--- src/mem_pkg.sv ---
package mem_pkg;

  // ==============================
  // bus and page selects
  // ==============================

  localparam logic [1:0] bram_select_controller = 2'd0;
  localparam logic [1:0] bram_select_mod = 2'd1;
  localparam logic [1:0] bram_select_duty_table = 2'd2;
  localparam logic [1:0] bram_select_stm = 2'd3;

  localparam logic [1:0] cnt_select_main = 2'd0;
  localparam logic [1:0] cnt_select_clock = 2'd1;

  // ==============================
  // main page register map
  // ==============================

  localparam logic [7:0] addr_ctl_flag = 8'h00;
  localparam logic [7:0] addr_mod_mem_wr_segment = 8'h20;
  localparam logic [7:0] addr_mod_req_rd_segment = 8'h21;
  localparam logic [7:0] addr_mod_cycle0 = 8'h22;
  localparam logic [7:0] addr_mod_freq_div0_0 = 8'h23;  // low half of the divider.
  localparam logic [7:0] addr_mod_freq_div0_1 = 8'h24;
  localparam logic [7:0] addr_mod_cycle1 = 8'h25;
  localparam logic [7:0] addr_mod_freq_div1_0 = 8'h26;
  localparam logic [7:0] addr_mod_freq_div1_1 = 8'h27;

  // ==============================
  // bus and settings types
  // ==============================

  // one memory word address, seen either whole or as controller fields.
  typedef union packed {
    logic [13:0] raw;
    struct packed {
      logic [3:0] pad;
      logic [1:0] cnt_select;
      logic [7:0] reg_addr;
    } fields;
  } ctl_addr_u;

  typedef struct packed {
    logic       we;  // single cycle write pulse.
    logic [1:0] select;
    ctl_addr_u  addr;
    logic [15:0] data;
  } mem_bus_t;

  typedef struct packed {
    logic             wr_segment;
    logic             req_rd_segment;
    logic [1:0][15:0] cycle;  // last index of each segment.
    logic [1:0][31:0] freq_div;
    logic             enable;
  } mod_settings_t;

endpackage
--- src/mod_sampler.sv ---
`timescale 1ns/1ps
module mod_sampler
  import mem_pkg::*;
#(
  parameter int mod_addr_w = 9
) (
  input  logic                CPU_CKIO,
  input  logic                rst_n,
  input  mod_settings_t       settings,
  input  logic [7:0]          rd_byte,
  output logic                rd_segment,
  output logic [mod_addr_w:0] rd_addr,
  output logic [7:0]          mod_value,
  output logic [15:0]         mod_idx
);

  logic [31:0] div_cnt;
  logic [15:0] idx;
  logic        seg;
  logic [31:0] div_lim;
  logic [15:0] cycle_lim;

  assign div_lim   = settings.freq_div[seg];
  assign cycle_lim = settings.cycle[seg];

  // ==============================
  // divider and index
  // ==============================

  always_ff @(posedge CPU_CKIO or negedge rst_n) begin
    if (!rst_n) begin
      div_cnt <= '0;
      idx     <= '0;
      seg     <= 1'b0;
    end else if (!settings.enable) begin
      div_cnt <= '0;
      idx     <= '0;
      seg     <= settings.req_rd_segment;  // stopped at index 0, so a new segment is safe.
    end else if (div_cnt >= div_lim) begin
      div_cnt <= '0;
      if (idx >= cycle_lim) begin
        idx <= '0;
        seg <= settings.req_rd_segment;  // segment changes only at the wrap.
      end else begin
        idx <= idx + 16'd1;
      end
    end else begin
      div_cnt <= div_cnt + 32'd1;
    end
  end

  assign rd_segment = seg;
  assign rd_addr    = idx[mod_addr_w:0];
  assign mod_idx    = idx;

  // memory adds one cycle, this register the second.
  always_ff @(posedge CPU_CKIO or negedge rst_n) begin
    if (!rst_n) begin
      mod_value <= '0;
    end else begin
      mod_value <= rd_byte;
    end
  end

endmodule

--- config.mk ---
export PLATFORM = sky130hd
export DESIGN_NAME = mod_sampler
export DESIGN_NICKNAME = d
export VERILOG_FILES = /design/src/mem_pkg.sv /design/src/mod_sampler.sv
export SDC_FILE = /design/constraint.sdc
export NUM_CORES = 1
export LEC_CHECK = 0
export BUFFER_PORTS_ARGS = -buffer_cell sky130_fd_sc_hd__buf_2
export CORE_MARGIN = 8
export CORE_UTILIZATION = 45
export CTS_CLUSTER_DIAMETER = 30
export DETAILED_ROUTE_END_ITERATION = 6
export PLACE_DENSITY = 0.74
export REMOVE_ABC_BUFFERS = 1
export SLEW_MARGIN = 0
export SYNTH_ARGS = -nofsm -noshare
export SYNTH_HDL_FRONTEND = slang
export SYNTH_SLANG_ARGS = --single-unit
--- constraint.sdc ---
create_clock -name CPU_CKIO -period 5.7 [get_ports CPU_CKIO]
set_input_delay 0.57 -clock CPU_CKIO [delete_from_list [all_inputs] [get_ports CPU_CKIO]]
set_output_delay 0.57 -clock CPU_CKIO [all_outputs]
set_load 0.02 [all_outputs]
==> impl_metrics.csv <==
group,metric,value,unit
worst_setup_path,end_kind,"flop",
worst_setup_path,r2r-end,"mod_idx[10]",
timing,max_slew_margin,0.189,
worst_setup_path,critPathMaxFanout,31,
detailed_routing,avgViaCountPerCell,5.39,
synth,yosysTopAreaCellShare,0.339,
cells_and_area,synthToLayoutAreaGrowth,23.6,%
timing,setup_viol,0,
timing,timing.final.crit_share,0.662,
synth,synth-seq-cells,57,
synth,synthesis.area,4200,um^2
timing,final.setup.tns,0,ns
worst_setup_path,crit_type,"flop to flop",
floorplan,die_w,113,um
clocking,clock_sinks,57,
clocking,holdBufCountCts,0,
worst_hold_path,whs_endpoint,"mod_value[0]",
worst_setup_path,worstPathArrival,3.99,ns
timing,rsz0062_at_grt,"no",
synth,synthFlopType,"dfrtp_1",
pwr,p_per_area,215,nW/um^2
timing,drv_slew,0,
pwr,leakage,2.70,nW
clocking,cts_setup_buffers,0,
pwr,total_power,1.12,mW
job,maxCapViolations,0,
synth,seq_area_frac_synth,0.339,
cells_and_area,antenna_cells,0,
placement,place.gp.congestion,0.842,
timing,tightest_slew,1.21,ns
floorplan,dieArea,12700,um^2
timing,fin_worst_hold_slack,0.343,ns
worst_setup_path,r2r_slack,1.92,ns
detailed_routing,first_pass_iters,4,
synth,yosys_warnings,0,
clocking,cts_tree,"yes",
placement,port_buffers,142,
worst_setup_path,required,5.91,ns
grt,grt_pass1_vias,3840,
timing,finalHoldViolations,0,
grt,grt_max_degree,58,
timing,setup_ws,1.92,ns
worst_hold_path,worstHoldStart,"rd_byte[0]",
detailed_routing,finalWirelength,10500,um
placement,dp_slack,1.86,ns
detailed_routing,antenna_left,0,
worst_setup_path,r2r_cells,10,
worst_setup_path,startpoint_type,"flop",
synth,netlist_instances,442,
synth,synth_area_per_cell,9.51,um^2
synth,synth_edf_count,0,
synth,ys_async_sr_fraction,1.00,
worst_hold_path,hold_path_depth,1,
detailed_routing,vias,3727,
grt,antenna_found_initial,0,
grt,grt_usage,0.165,
floorplan,start_util,0.459,
detailed_routing,drcViolationCount,0,
clocking,path_clk_slew,0.07,ns
worst_setup_path,worst_r2r_startpoint,"rd_segment",
timing,fin_skew,0.0134,ns
floorplan,io_pins,144,
timing,min_period,3.78,ns
floorplan,core-area,9150,um^2
grt,grt_pass1_wl,17300,um
floorplan,rows,35,
clocking,htreeDepth,3,
detailed_routing,drtIter0Drc,127,
cells_and_area,stdcell_count,691,
grt,grt.overflow.total,0,
placement,hpwl,8310,um
clocking,cts.repair.resized,0,
cells_and_area,final_nets,734,
floorplan,die_h,113,um
synth,synth_largest_area_cell,"dfrtp_1",
clocking,worstSkewPairLatency,0.33,ns
clocking,clock-root-buffer,"clkbuf_8",
cells_and_area,drive_above_1_share,0.300,
pwr,ir_drop,134,uV
synth,synth_cell_types,50,
synth,synth_area_leaders,"dfrtp_1 (34%), ha_1 (15%), mux2i_1 (11%)",
detailed_routing,wire_per_inst,15.2,um
worst_hold_path,hp-class,"input pin to flop",
outcome,status,"complete, no violations",
clocking,cts_made_buffers,9,
clocking,clock_path_buffers,2,
timing,max_freq,265,MHz
placement,dp_cells,675,
==> Yosys cell counts, drive strengths merged, types with 3 or more instances <==
library cell / instances
buf: 14
xor2: 16
a211oi: 4
or3: 3
and4: 3
nand3: 21
nand2b: 9
nor4: 5
nor2: 51
dfrtp: 57
clkbuf: 9
o21ai: 32
nor2b: 4
o31ai: 9
nand2: 26
nand4: 9
mux2: 3
mux2i: 46
a21oi: 15
nor3: 6
ha: 50
and3: 9
inv: 8
xnor2: 13
==> cell families (layout without fill, tap and decap cells) <==
kind of cell               Yosys count  after routing  synth area share
AOI/OAI and AO/OA                   76             76             0.112
xor gates and xnor gates            29             29            0.0604
adders and majority gates           50             50             0.149
buffers and inverters               31            169            0.0372
DFF                                 57             57             0.339
muxes                               49             49             0.118
and+or+nand+nor                    150            150             0.184
==> cells in the final DEF, fill, tap and decap left out, drive strengths merged, types with 2 or more instances in the layout <==
cell type  count
a211oi         4
a21boi         2
a21o           2
a21oi         15
a31oi          2
a41oi          2
and2           2
and3           9
and4           3
buf          145
bufinv         3
clkbuf        11
dfrtp         57
ha            50
inv            8
mux2           3
mux2i         46
nand2         26
nand2b         9
nand3         21
nand4          9
nor2          51
nor2b          4
nor3           6
nor4           5
o21ai         32
o31ai          9
or2            2
or3            3
xnor2         13
xor2          16
==> how the worst max path moves through the flow <==
stage	start	endpoint	slack, ns	cells past startpoint
floorplan	rd_segment	mod_idx[10]	1.26	9
global placement	rd_segment	mod_idx[10]	2.03	10
detailed placement	rd_segment	mod_idx[10]	1.86	10
CTS	rd_segment	mod_idx[10]	1.85	10
global route	rd_segment	mod_idx[10]	1.66	10
finish	rd_segment	mod_idx[10]	1.92	10
==> where the power goes <==
group,internal [mW],leakage (nW),switching [mW]
Clock,0.302,0.120,0.161
Sequential,0.413,0.770,0.0254
Combinational,0.108,1.81,0.109
==> flip-flops by register name, summed over array words and instances, names as in the netlist <==
register	cells
rd_segment	1
mod_idx	16
mod_value	8
div_cnt	32
==> worst max-delay path, stage by stage, from the launching register on <==
cell and delay (ns):
dfrtp_2 0.94, buf_4 0.45, mux2i_1 0.13, ha_1 0.31
nand2_1 0.07, nor2_1 0.11, a41oi_1 0.17, o41a_1 0.44
o21ai_2 0.46, nand2b_4 0.22, o41ai_1 0.32
==> through the flow <==
step / util / instance area, um^2
after floorplan: - / 4080
after global placement: 0.541 / 4950
after detailed placement: 0.541 / 4950
after CTS: 0.568 / 5190
after global routing: 0.568 / 5190
final: 0.568 / 5190
==> routing by layer <==
layer / vias up / track usage / wire length, um
met5: - / 0 / 0
met4: 0 / 0.0477 / 120
met3: 9 / 0.0424 / 534
met2: 102 / 0.284 / 5220
met1: 1758 / 0.197 / 4640
li1: 1858 / - / -
==> area by class of cell <==
type,count,area (um^2)
clock buffers,11,141
clock inverters,5,103
fillers,802,3960
inverters,8,30.0
multi-input cells,354,2620
flip-flops and latches,57,1430
well taps,111,139
repair buffers,145,733
(Power assumes the default switching activity.)
