--- src/mem_pkg.sv ---
package mem_pkg;

  // ==============================
  // bus and page selects
  // ==============================

  localparam logic [1:0] bram_select_controller = 2'd0;
  localparam logic [1:0] bram_select_mod = 2'd1;
  localparam logic [1:0] bram_select_duty_table = 2'd2;
  localparam logic [1:0] bram_select_stm = 2'd3;

  localparam logic [1:0] cnt_select_main = 2'd0;
  localparam logic [1:0] cnt_select_clock = 2'd1;

  // ==============================
  // main page register map
  // ==============================

  localparam logic [7:0] addr_ctl_flag = 8'h00;
  localparam logic [7:0] addr_mod_mem_wr_segment = 8'h20;
  localparam logic [7:0] addr_mod_req_rd_segment = 8'h21;
  localparam logic [7:0] addr_mod_cycle0 = 8'h22;
  localparam logic [7:0] addr_mod_freq_div0_0 = 8'h23;  // low half of the divider.
  localparam logic [7:0] addr_mod_freq_div0_1 = 8'h24;
  localparam logic [7:0] addr_mod_cycle1 = 8'h25;
  localparam logic [7:0] addr_mod_freq_div1_0 = 8'h26;
  localparam logic [7:0] addr_mod_freq_div1_1 = 8'h27;

  // ==============================
  // bus and settings types
  // ==============================

  // one memory word address, seen either whole or as controller fields.
  typedef union packed {
    logic [13:0] raw;
    struct packed {
      logic [3:0] pad;
      logic [1:0] cnt_select;
      logic [7:0] reg_addr;
    } fields;
  } ctl_addr_u;

  typedef struct packed {
    logic       we;  // single cycle write pulse.
    logic [1:0] select;
    ctl_addr_u  addr;
    logic [15:0] data;
  } mem_bus_t;

  typedef struct packed {
    logic             wr_segment;
    logic             req_rd_segment;
    logic [1:0][15:0] cycle;  // last index of each segment.
    logic [1:0][31:0] freq_div;
    logic             enable;
  } mod_settings_t;

endpackage
--- src/cpu_bus_bridge.sv ---
`timescale 1ns/1ps
module cpu_bus_bridge
  import mem_pkg::*;
(
  input  logic        CPU_CKIO,
  input  logic        rst_n,
  input  logic [16:0] cpu_addr,
  input  logic [15:0] cpu_data_in,
  input  logic        cpu_cn,
  input  logic        cpu_we0_n,
  input  logic [15:0] rd_data,
  output mem_bus_t    bus,
  output ctl_addr_u   rd_addr,
  output logic [15:0] cpu_data_out
);

  logic        cn_q;
  logic        we_n_q;
  logic        we_q;
  logic [16:1] addr_q;  // bit 0 selects a byte and is not needed here.
  logic [15:0] data_q;
  logic        rd_load;

  // ==============================
  // strobe sampling
  // ==============================

  always_ff @(posedge CPU_CKIO or negedge rst_n) begin
    if (!rst_n) begin
      cn_q   <= 1'b1;
      we_n_q <= 1'b1;
      we_q   <= 1'b0;
    end else begin
      cn_q   <= cpu_cn;
      we_n_q <= cpu_we0_n;
      we_q   <= ~cpu_cn & ~cpu_we0_n & we_n_q;  // falling edge of the write strobe.
    end
  end

  always_ff @(posedge CPU_CKIO) begin
    addr_q <= cpu_addr[16:1];
    data_q <= cpu_data_in;
  end

  assign bus.we       = we_q;
  assign bus.select   = addr_q[16:15];
  assign bus.addr.raw = addr_q[14:1];
  assign bus.data     = data_q;

  assign rd_addr.raw = addr_q[14:1];

  // ==============================
  // read return
  // ==============================

  // the register bank answers combinationally, so the word is taken one edge later.
  assign rd_load = ~cn_q & we_n_q;

  always_ff @(posedge CPU_CKIO or negedge rst_n) begin
    if (!rst_n) begin
      cpu_data_out <= '0;
    end else if (rd_load) begin
      if (addr_q[16:15] == bram_select_controller) begin
        cpu_data_out <= rd_data;
      end else begin
        cpu_data_out <= '0;  // only the controller region is readable.
      end
    end
  end

endmodule

--- config.mk ---
export PLATFORM = sky130hd
export DESIGN_NAME = cpu_bus_bridge
export DESIGN_NICKNAME = d
export VERILOG_FILES = /design/src/mem_pkg.sv /design/src/cpu_bus_bridge.sv
export SDC_FILE = /design/constraint.sdc
export NUM_CORES = 1
export LEC_CHECK = 0
export BUFFER_PORTS_ARGS = -buffer_cell sky130_fd_sc_hd__buf_2
export CAP_MARGIN = 20
export CORE_ASPECT_RATIO = 0.75
export CORE_MARGIN = 10
export CORE_UTILIZATION = 40
export CTS_CLUSTER_SIZE = 40
export DETAILED_ROUTE_END_ITERATION = 8
export PLACE_DENSITY = 0.85
export RECOVER_POWER = 100
export SETUP_SLACK_MARGIN = 0.4
export SLEW_MARGIN = 20
export SYNTH_ARGS = -nofsm -noshare
export SYNTH_HDL_FRONTEND = slang
export SYNTH_SLANG_ARGS = --single-unit
--- constraint.sdc ---
create_clock -name CPU_CKIO -period 1.9 [get_ports CPU_CKIO]
set_input_delay 0.095 -clock CPU_CKIO [delete_from_list [all_inputs] [get_ports CPU_CKIO]]
set_output_delay 0.095 -clock CPU_CKIO [all_outputs]
set_load 0.02 [all_outputs]
==> results of run 1 <==
[cells in the final DEF, fill, tap and decap left out, types with 4 or more instances in the layout]
cell type	synthesis	routed
clkbuf_8	0	5
dlygate4sd3_1	0	36
diode_2	0	4
a22o_1	6	6
buf_2	1	47
dfrtp_1	17	17
clkbuf_1	0	69
a22o_2	10	10
dfxtp_1	32	32
[cell families after synthesis]
group                  share of synthesized area [%]
flip-flops                                      77.5
AO/OA/AOI/OAI                                   10.6
AND/OR/NAND/NOR                                 2.60
buffers and inverters                           9.28
[critical path: stages, from the launching register on]
cell and delay (ps):
dfstp_1 580, nor4b_4 200, clkbuf_2 360, a22o_2 200
[per-stage QoR]
stage          hold WS (ps)  instances  util [%]  power [mW]
6_report               8.96        273      68.8        2.17
5_1_grt                2.50        273      68.8        2.25
4_1_cts                1.78        268      70.7        2.20
3_5_place_dp           55.5        225      57.3        1.48
3_3_place_gp           53.9        225      57.3        1.47
2_1_floorplan          -201         88         -        1.35
[where the power goes]
| part | switching (mW) | leakage [nW] | internal (mW) |
|---|---|---|---|
| clock | 0.333 | 0.0507 | 0.341 |
| sequential | 0.0348 | 0.520 | 1.14 |
| combinational | 0.186 | 0.490 | 0.137 |
[state kept, by name (all words and copies together) (netlist names)]
signal / flops
cpu_data_out: 16
we_q: 1
cn_q: 1
data_q: 16
we_n_q: 1
addr_q: 16
[timing repair]
action	in CTS	in global routing
hold buffers	35	1
endpoints found under the hold margin	52	1
resized for setup	0	1
endpoints found under the setup margin	0	8
[layout make-up]
class                      count  share of cell area, %
antenna                        4                  0.431
timing repair buffer         151                   36.7
multi-input combinational     19                   8.29
tap                           40                   2.15
clock buffer                   8                   4.36
sequential                    51                   48.1
[worst max path at each step]
stage	start	to	slack, ps	cells after the start
floorplan	we_n_q	cpu_data_out[10]	670	4
global placement	we_n_q	cpu_data_out[11]	540	2
detailed placement	cn_q	cpu_data_out[1]	500	2
CTS	cn_q	cpu_data_out[1]	480	2
global route	we_n_q	cpu_data_out[10]	410	3
finish	we_n_q	cpu_data_out[10]	500	3
[per-layer routing]
layer	vias to the layer above	global-route usage [%]	routed length, µm	share of wire, %
li1	571	-	-	-
met1	575	14.3	1740	32
met2	58	32.1	3180	58
met3	12	5.58	442	8.1
met4	0	11.1	122	2.2
met5	-	0	0	0
==> impl_metrics.env, run 1 <==
export IMPL_grt_max_degree=20
export IMPL_final_setup_skew_ps=7.48
export IMPL_reg2reg_to="cpu_data_out[10]"
export IMPL_gp_congestion=0.739
export IMPL_synth_edff_count=0
export IMPL_fin_area_mm2=0.00232
export IMPL_rsz0062_at_grt="false"
export IMPL_post_route_period_util_pct=73.7
export IMPL_grt_total_usage_pct=16.8
export IMPL_min_period_ps=1400
export IMPL_cts_buffers=5
export IMPL_syn_avg_cell_area_um2=16.4
export IMPL_multi_input_area_um2=193
export IMPL_slew_headroom_pct=33.3
export IMPL_finalHoldViolCount=0
export IMPL_hold_end="cpu_data_out[14]"
export IMPL_hold_depth=2
export IMPL_status="complete, no violations"
export IMPL_async_flop_share_pct=37.3
export IMPL_tritoncts="done"
export IMPL_dpl_cell_area_mm2=0.00194
export IMPL_die_area_mm2=0.00643
export IMPL_syn_inst=88
export IMPL_yosys_most_used_dff="dfxtp_1"
export IMPL_min_from="rd_data[14]"
export IMPL_required_ps=2140
export IMPL_remaining_drc_errors=0
export IMPL_die_h_um=72.0
export IMPL_dieWidth_um=89.3
export IMPL_n_fill_cell=268
export IMPL_port_buffers=114
export IMPL_synth_area_mm2=0.00144
export IMPL_rows=18
export IMPL_synth_cell_types=12
export IMPL_vias=1216
export IMPL_pre_cts_ws_ps=496
export IMPL_ys_top_cells_by_count="dfxtp_1 (32), dfrtp_1 (17), buf_4 (15), a22o_2 (10), a22o_1 (6)"
export IMPL_worstMarginPinSlew_ps=1000
export IMPL_reg2reg_slack_ps=500
export IMPL_postRouteAntennaNets=0
export IMPL_drive_above_1_share_pct=29.3
export IMPL_critPathLaunchType="register"
export IMPL_overflow=0
export IMPL_yosys_warnings=0
export IMPL_fmax_ghz=0.714
export IMPL_ir_drop_mv=0.637
export IMPL_seqCellArea_mm2=0.00112
export IMPL_clock_path_buffers=2
export IMPL_arrival_ps=1640
export IMPL_dp_hpwl_um=3690
export IMPL_worstReg2RegStart="we_n_q"
export IMPL_insertion_delay_ps=300
export IMPL_post_cts_setup_buffers=0
export IMPL_drt_pass1_iterations=4
export IMPL_synth_largest_area_cell="dfxtp_1"
export IMPL_cp_max_fo=16
export IMPL_initial_utilization_pct=42.7
export IMPL_synth_area_leaders="dfxtp_1 (44%), dfrtp_1 (29%), buf_4 (7.8%)"
export IMPL_final_setup_worst_slack_ps=500
export IMPL_wirelength_um=5480
export IMPL_ff2ff_path_depth=3
export IMPL_hold_class="primary input to register"
export IMPL_fin_setup_tns_ps=0
export IMPL_cts_root_buf="clkbuf_8"
export IMPL_core_area_mm2=0.00338
export IMPL_area_growth_pct=61.1
export IMPL_cap_violations=0
export IMPL_worst_setup_path_end_kind="register"
export IMPL_synth_most_common_cell="dfxtp_1"
export IMPL_power_leakage_nw=1.06
export IMPL_cts_sinks=51
export IMPL_ios=116
export IMPL_synth_fp_nets=141
export IMPL_yosysSeqAreaShare_pct=77.5
export IMPL_grt_pass1_wl_um=7800
export IMPL_drtIter0Drc=39
export IMPL_setup_viol=0
export IMPL_htreeDepth=2
export IMPL_vias_per_cell=4.45
export IMPL_wl_per_cell_um=20.1
export IMPL_final_nets=281
export IMPL_grt_antenna_before_repair=4
export IMPL_clkTransAtPathRegs_ps=90
export IMPL_ys_ff_latch=51
export IMPL_worst_setup_path_type="register to register"
export IMPL_synth_top_cell_area_share_pct=44.4
export IMPL_first_global_vias=1352
export IMPL_power_density_mw_per_mm2=934
export IMPL_slew_violations=0
(Power assumes the default switching activity.)
==> run 2, diff against run 1 <==
--- a/config.mk
+++ b/config.mk
@@ -5,14 +5,15 @@
 export SDC_FILE = /design/constraint.sdc
 export NUM_CORES = 1
 export LEC_CHECK = 0
+export ABC_AREA = 1
 export BUFFER_PORTS_ARGS = -buffer_cell sky130_fd_sc_hd__buf_2
 export CAP_MARGIN = 20
 export CORE_ASPECT_RATIO = 0.75
 export CORE_MARGIN = 10
-export CORE_UTILIZATION = 40
+export CORE_UTILIZATION = 38
 export CTS_CLUSTER_SIZE = 40
 export DETAILED_ROUTE_END_ITERATION = 8
-export PLACE_DENSITY = 0.85
+export PLACE_DENSITY = 0.8
 export RECOVER_POWER = 100
 export SETUP_SLACK_MARGIN = 0.4
 export SLEW_MARGIN = 20
==> constraint.sdc (replaced) <==
create_clock -name CPU_CKIO -period 1.5 [get_ports CPU_CKIO]
set_input_delay 0.075 -clock CPU_CKIO [delete_from_list [all_inputs] [get_ports CPU_CKIO]]
set_output_delay 0.075 -clock CPU_CKIO [all_outputs]
set_load 0.02 [all_outputs]
==> run 2 against run 1 <==
Compared with the run above:
- clock skew increased by 2.1 ps
- cell count increased by 19%
- fmax increased by 23%
- critical path depth increased by 2
- count of clock-buffer cells in the layout decreased by 2
- first-iteration DRC count increased by 110%
- critical path type unchanged
==> impl_metrics.env, run 2 <==
export IMPL_first_global_vias=1531
export IMPL_cts_root_buf="clkbuf_8"
export IMPL_slowest_stage="dfstp_1"
export IMPL_drt_pass1_iterations=4
export IMPL_post_route_period_util_pct=76.2
export IMPL_port_buffers=114
export IMPL_met2_usage_pct=25.5
export IMPL_fmax_ghz=0.875
export IMPL_synth_edff_count=0
export IMPL_synth_fp_nets=176
export IMPL_insertion_delay_ps=300
export IMPL_dp_hpwl_um=3610
export IMPL_required_ps=1730
export IMPL_fin_area_mm2=0.00241
export IMPL_yosysSeqAreaShare_pct=75.1
export IMPL_drtIter0Drc=81
export IMPL_setup_viol=0
export IMPL_htreeDepth=2
export IMPL_overflow=0
export IMPL_synth_fa_ha_area_share_pct=0
export IMPL_dieWidth_um=92.3
export IMPL_final_common_cell="clkbuf_1"
export IMPL_die_area_mm2=0.00685
export IMPL_synth_largest_area_cell="dfxtp_1"
export IMPL_slew_violations=0
export IMPL_cts_buffers=5
export IMPL_grtUsageMet3_pct=13.4
export IMPL_synth_cell_types=13
export IMPL_top_regs="addr_q (16), cpu_data_out (16), data_q (16)"
export IMPL_grt_total_usage_pct=16.5
export IMPL_core_area_mm2=0.00371
export IMPL_die_h_um=74.2
export IMPL_synth_area_mm2=0.00149
export IMPL_grtUsageMet1_pct=16.2
export IMPL_grt_antenna_before_repair=2
export IMPL_power_density_mw_per_mm2=1120
export IMPL_syn_inst=123
export IMPL_yosys_most_used_dff="dfxtp_1"
export IMPL_final_setup_skew_ps=9.54
export IMPL_cp_slowest_stage_delay_ps=550
export IMPL_grt_max_degree=20
export IMPL_critPathLaunch="we_n_q"
export IMPL_yosys_warnings=0
export IMPL_synth_area_leaders="dfxtp_1 (43%), dfrtp_1 (29%), nand2_1 (8.3%)"
export IMPL_n_fill_cell=325
export IMPL_vias_per_cell=4.33
export IMPL_busiest_layer="met2"
export IMPL_gp_congestion=0.730
export IMPL_crit_chain="inv_1 -> nor2_1 -> buf_4 -> nand3_1 -> nand2_1"
export IMPL_clock_path_buffers=2
export IMPL_synth_top_cell_area_share_pct=43.0
export IMPL_rows=19
export IMPL_post_cts_setup_buffers=0
export IMPL_postRouteAntennaNets=0
export IMPL_ys_ff_latch=51
export IMPL_layout_common_cells="clkbuf_1 (68), buf_2 (47), dlygate4sd3_1 (39)"
export IMPL_final_nets=321
export IMPL_grt_pass1_wl_um=8630
export IMPL_slew_headroom_pct=34.7
export IMPL_min_period_ps=1140
export IMPL_area_growth_pct=62.0
export IMPL_power_leakage_nw=1.16
export IMPL_status="complete, no violations"
export IMPL_synth_most_common_cell="nand2_1"
export IMPL_synth_mux_area_share_pct=0
export IMPL_wirelength_um=5730
export IMPL_synth_top_family_by_area="simple AND/OR/NAND/NOR gates"
export IMPL_ys_top_cells_by_count="nand2_1 (33), dfxtp_1 (32), dfrtp_1 (17), nand3_1 (16), buf_4 (15)"
export IMPL_drive_above_1_share_pct=22.3
export IMPL_ios=116
export IMPL_hold_class="primary input to register"
export IMPL_synth_simple_area_share_pct=14.9
export IMPL_min_from="rd_data[10]"
export IMPL_vias=1406
export IMPL_dpl_cell_area_mm2=0.00201
export IMPL_yosys_area_share_xor_xnor_pct=0
export IMPL_ir_drop_mv=1.01
export IMPL_worstReg2RegStart="we_n_q"
export IMPL_fin_setup_tns_ps=0
export IMPL_rsz0062_at_grt="true"
export IMPL_synth_compound_area_share_pct=0
export IMPL_arrival_ps=1380
export IMPL_worst_setup_path_end_kind="register"
export IMPL_cp_max_fo=6
export IMPL_clkTransAtPathRegs_ps=90
export IMPL_worst_setup_path_type="register to register"
export IMPL_critPathLaunchType="register"
export IMPL_wl_per_cell_um=17.6
export IMPL_finalHoldViolCount=0
export IMPL_reg2reg_slack_ps=360
export IMPL_worstMarginPinSlew_ps=980
export IMPL_tritoncts="done"
export IMPL_async_flop_share_pct=37.3
export IMPL_cap_violations=0
export IMPL_cts_sinks=51
export IMPL_remaining_drc_errors=0
export IMPL_syn_avg_cell_area_um2=12.1
export IMPL_initial_utilization_pct=40.2
[run 2: stage by stage]
step	hold slack [ps]	util [%]	power [mW]	cells	setup slack (ps)
detailed placement	30.9	54.1	1.89	274	285
global placement	32.3	54.1	1.88	274	293
global route	5.55	65.0	2.83	324	234
finish	2.54	65.1	2.70	325	357
CTS	0.0720	66.5	2.72	319	425
floorplan	-221	-	1.72	123	439
[run 2: area by class of cell]
type / instances / area (µm²) / share of cell area, %
clock inverters: 2 / 15.0 / 0.622
repair buffers: 156 / 903 / 37.4
well taps: 52 / 65.1 / 2.70
flip-flops and latches: 51 / 1120 / 46.3
multi-input cells: 52 / 221 / 9.18
clock buffers: 6 / 72.6 / 3.01
inverters: 2 / 7.51 / 0.311
diodes: 4 / 10.0 / 0.415
[run 2: repair_timing]
item                       CTS  global route
hold buffers                37             2
resized for setup            1             1
setup endpoints to repair   16            16
hold endpoints to repair    54             2
[run 2: kinds of logic (layout without fill, tap and decap cells)]
logic type | after synthesis | after routing
buffers and inverters | 20 | 166
DFF | 51 | 51
other | 0 | 4
and+or+nand+nor | 52 | 52
[run 2: path summary, 6_finish.rpt]
path / to / cells after the start
hold reg to reg: cpu_data_out[13] / 2
min in group asynchronous: cpu_data_out[6] / 2
max in group asynchronous: cpu_data_out[15] / 2
setup reg to reg: cpu_data_out[3] / 5
setup / recovery: cpu_data_out[3] / 5
hold / removal: cpu_data_out[10] / 3
[run 2: per-layer routing]
metal	vias to the layer above	share of wire [%]
met5	-	0
met4	0	2.1
met3	12	16
met2	86	45
met1	646	37
li1	662	-
[run 2: critical path: cells and delay by family, from the launching register on]
| family | cells | cell delay, ps |
|---|---|---|
| buf+inv | 2 | 240 |
| flops | 1 | 550 |
| simple gates | 3 | 290 |
[run 2: where the power goes]
group,switching (mW),total (mW),internal (mW)
logic,0.264,0.437,0.173
clock network,0.441,0.778,0.337
registers,0.0403,1.49,1.45
==> run 3, diff against run 2 <==
==> constraint.sdc (replaced) <==
create_clock -name CPU_CKIO -period 1.1 [get_ports CPU_CKIO]
set_input_delay 0.055 -clock CPU_CKIO [delete_from_list [all_inputs] [get_ports CPU_CKIO]]
set_output_delay 0.055 -clock CPU_CKIO [all_outputs]
set_load 0.02 [all_outputs]
==> run 3 against run 2 <==
Compared with the run above:
- clock power grew 41%
- setup slack got worse by 330 ps
- sequential power up 40%
- combinational power up 100%
- sequential share of layout area shrank 9.6 points
- global-route usage is 2.9 points higher
- register-to-register slack got worse by 330 ps
- clock skew is 0.51 ps lower
- count of clock-buffer cells in the layout fell by 1
- routed wire length grew 15%
- power is 50% higher
- critical path type unchanged
- largest power group unchanged
==> impl_metrics.env, run 3 (synthesized netlist as in run 2, its figures left out) <==
export IMPL_status="complete, no violations"
export IMPL_insertion_delay_ps=300
export IMPL_area_growth_pct=112
export IMPL_placed_cells=272
export IMPL_drive_above_1_share_pct=57.0
export IMPL_ff2ff_path_depth=5
export IMPL_slew_violations=0
export IMPL_pwr_share_comb_pct=21.9
export IMPL_remaining_drc_errors=0
export IMPL_vias=1528
export IMPL_dieWidth_um=92.3
export IMPL_ir_drop_mv=0.761
export IMPL_clock_path_buffers=2
export IMPL_setup_viol=0
export IMPL_final_setup_skew_ps=9.03
export IMPL_grt_total_usage_pct=19.4
export IMPL_required_ps=1340
export IMPL_port_buffers=114
export IMPL_tritoncts="done"
export IMPL_n_fill_cell=183
export IMPL_cp_max_fo=16
export IMPL_core_area_mm2=0.00371
export IMPL_p_clk_share_pct=27.0
export IMPL_layout_common_cells="buf_6 (63), dlygate4sd3_1 (51), buf_2 (42)"
export IMPL_worst_setup_path_type="register to register"
export IMPL_power_leakage_nw=1.57
export IMPL_worstMarginPinSlew_ps=487
export IMPL_grt_antenna_before_repair=2
export IMPL_worst_setup_path_end_kind="register"
export IMPL_utilization_pct=85.1
export IMPL_drt_pass1_iterations=4
export IMPL_fin_setup_tns_ps=0
export IMPL_cap_violations=0
export IMPL_grt_max_degree=20
export IMPL_drtIter0Drc=42
export IMPL_vias_per_cell=4.43
export IMPL_post_route_period_util_pct=97.6
export IMPL_gp_congestion=0.695
export IMPL_p_switching_mw=1.12
export IMPL_die_h_um=74.2
export IMPL_cts_root_buf="clkbuf_8"
export IMPL_power_switching_share_pct=27.5
export IMPL_initial_utilization_pct=40.2
export IMPL_rows=19
export IMPL_final_common_cell="buf_6"
export IMPL_grt_pass1_wl_um=10100
export IMPL_first_global_vias=1739
export IMPL_cts_sinks=51
export IMPL_overflow=0
export IMPL_seqCellArea_mm2=0.00116
export IMPL_critPathLaunchType="register"
export IMPL_die_area_mm2=0.00685
export IMPL_slew_headroom_pct=67.6
export IMPL_worstReg2RegStart="we_n_q"
export IMPL_finalHoldViolCount=0
export IMPL_clkTransAtPathRegs_ps=100
export IMPL_arrival_ps=1310
export IMPL_hold_class="primary input to async pin"
export IMPL_power_density_mw_per_mm2=1290
export IMPL_ios=116
export IMPL_wirelength_um=6600
export IMPL_rsz0062_at_grt="true"
export IMPL_dp_hpwl_um=3520
export IMPL_reg2reg_slack_ps=30
export IMPL_min_period_ps=1070
export IMPL_cts_buffers=5
export IMPL_reg2reg_to="cpu_data_out[1]"
export IMPL_final_nets=343
export IMPL_htreeDepth=2
export IMPL_stdcell_count=345
export IMPL_p_int_mw=2.95
export IMPL_hold_ws_ps=263
export IMPL_wl_per_cell_um=19.1
export IMPL_top_regs="addr_q (16), cpu_data_out (16), data_q (16)"
export IMPL_postRouteAntennaNets=0
export IMPL_fmax_ghz=0.931
export IMPL_seq_power_share_pct=51.1
export IMPL_multi_input_area_um2=239
run 3: cell types whose count changed in the layout (fill, tap and decap cells not counted), moves of 2 or more:
cell	before	now
buf_6	1	63
clkbuf_1	68	8
dfxtp_1	32	0
dfxtp_2	0	32
dlygate4sd3_1	39	51
buf_4	2	11
buf_2	47	42
buf_12	0	2
diode_2	4	2
run 3: worst max-delay path by stage:
stage,from,endpoint,slack [ps],cells after the start
2_1_floorplan,we_n_q,cpu_data_out[10],90,5
3_3_place_gp,we_n_q,cpu_data_out[4],-9,4
3_5_place_dp,we_n_q,cpu_data_out[3],-40,4
4_1_cts,we_n_q,cpu_data_out[6],50,5
5_1_grt,we_n_q,cpu_data_out[12],-20,5
6_report,we_n_q,cpu_data_out[1],30,5
run 3: critical path: stages, from the launching register on:
cell and delay [ps]:
dfstp_2 550, inv_2 50, nor2_4 120, buf_12 150, nand3_1 70, nand2_1 80
run 3: cell type report:
type	instances	share of cell area, %
Antenna cell	2	0.159
Clock buffer	5	2.18
Clock inverter	3	0.714
Inverter	2	0.238
Multi-Input combinational cell	52	7.58
Sequential cell	51	36.7
Tap cell	52	2.06
Timing Repair Buffer	178	50.3
run 3: power groups by stage:
stage,Clock [mW],Sequential (mW),Combinational (mW)
3_3_place_gp,0,2.06,0.509
4_1_cts,1.10,2.07,0.847
3_5_place_dp,0,2.06,0.517
6_report,1.10,2.08,0.891
2_1_floorplan,0,2.20,0.149
5_1_grt,1.19,2.09,0.945
run 3: per-layer routing:
metal  routed length, µm  share of wire (%)  track usage (%)
met1                2330                 35             18.2
met2                3320                 50             34.1
met3                 868                 13             13.6
met4                  87                1.3             4.95
met5                   0                  0                0
run 3: metrics by stage:
step                      worst slack, ps  instance area (µm²)  power, mW
final                                26.2                 3150       4.06
after floorplan                      92.4                 1500       2.35
after CTS                            52.4                 3120       4.02
after global placement              -8.80                 2010       2.57
after detailed placement            -35.6                 2010       2.58
after global routing                -18.4                 3150       4.23
run 3: what timing repair did:
action / CTS / global route
hold buffers: 51 / 0
setup buffers: 7 / 5
pin swaps: 1 / 0
endpoints found under the hold margin: 68 / 0
gates resized for setup: 159 / 1
endpoints found under the setup margin: 80 / 80
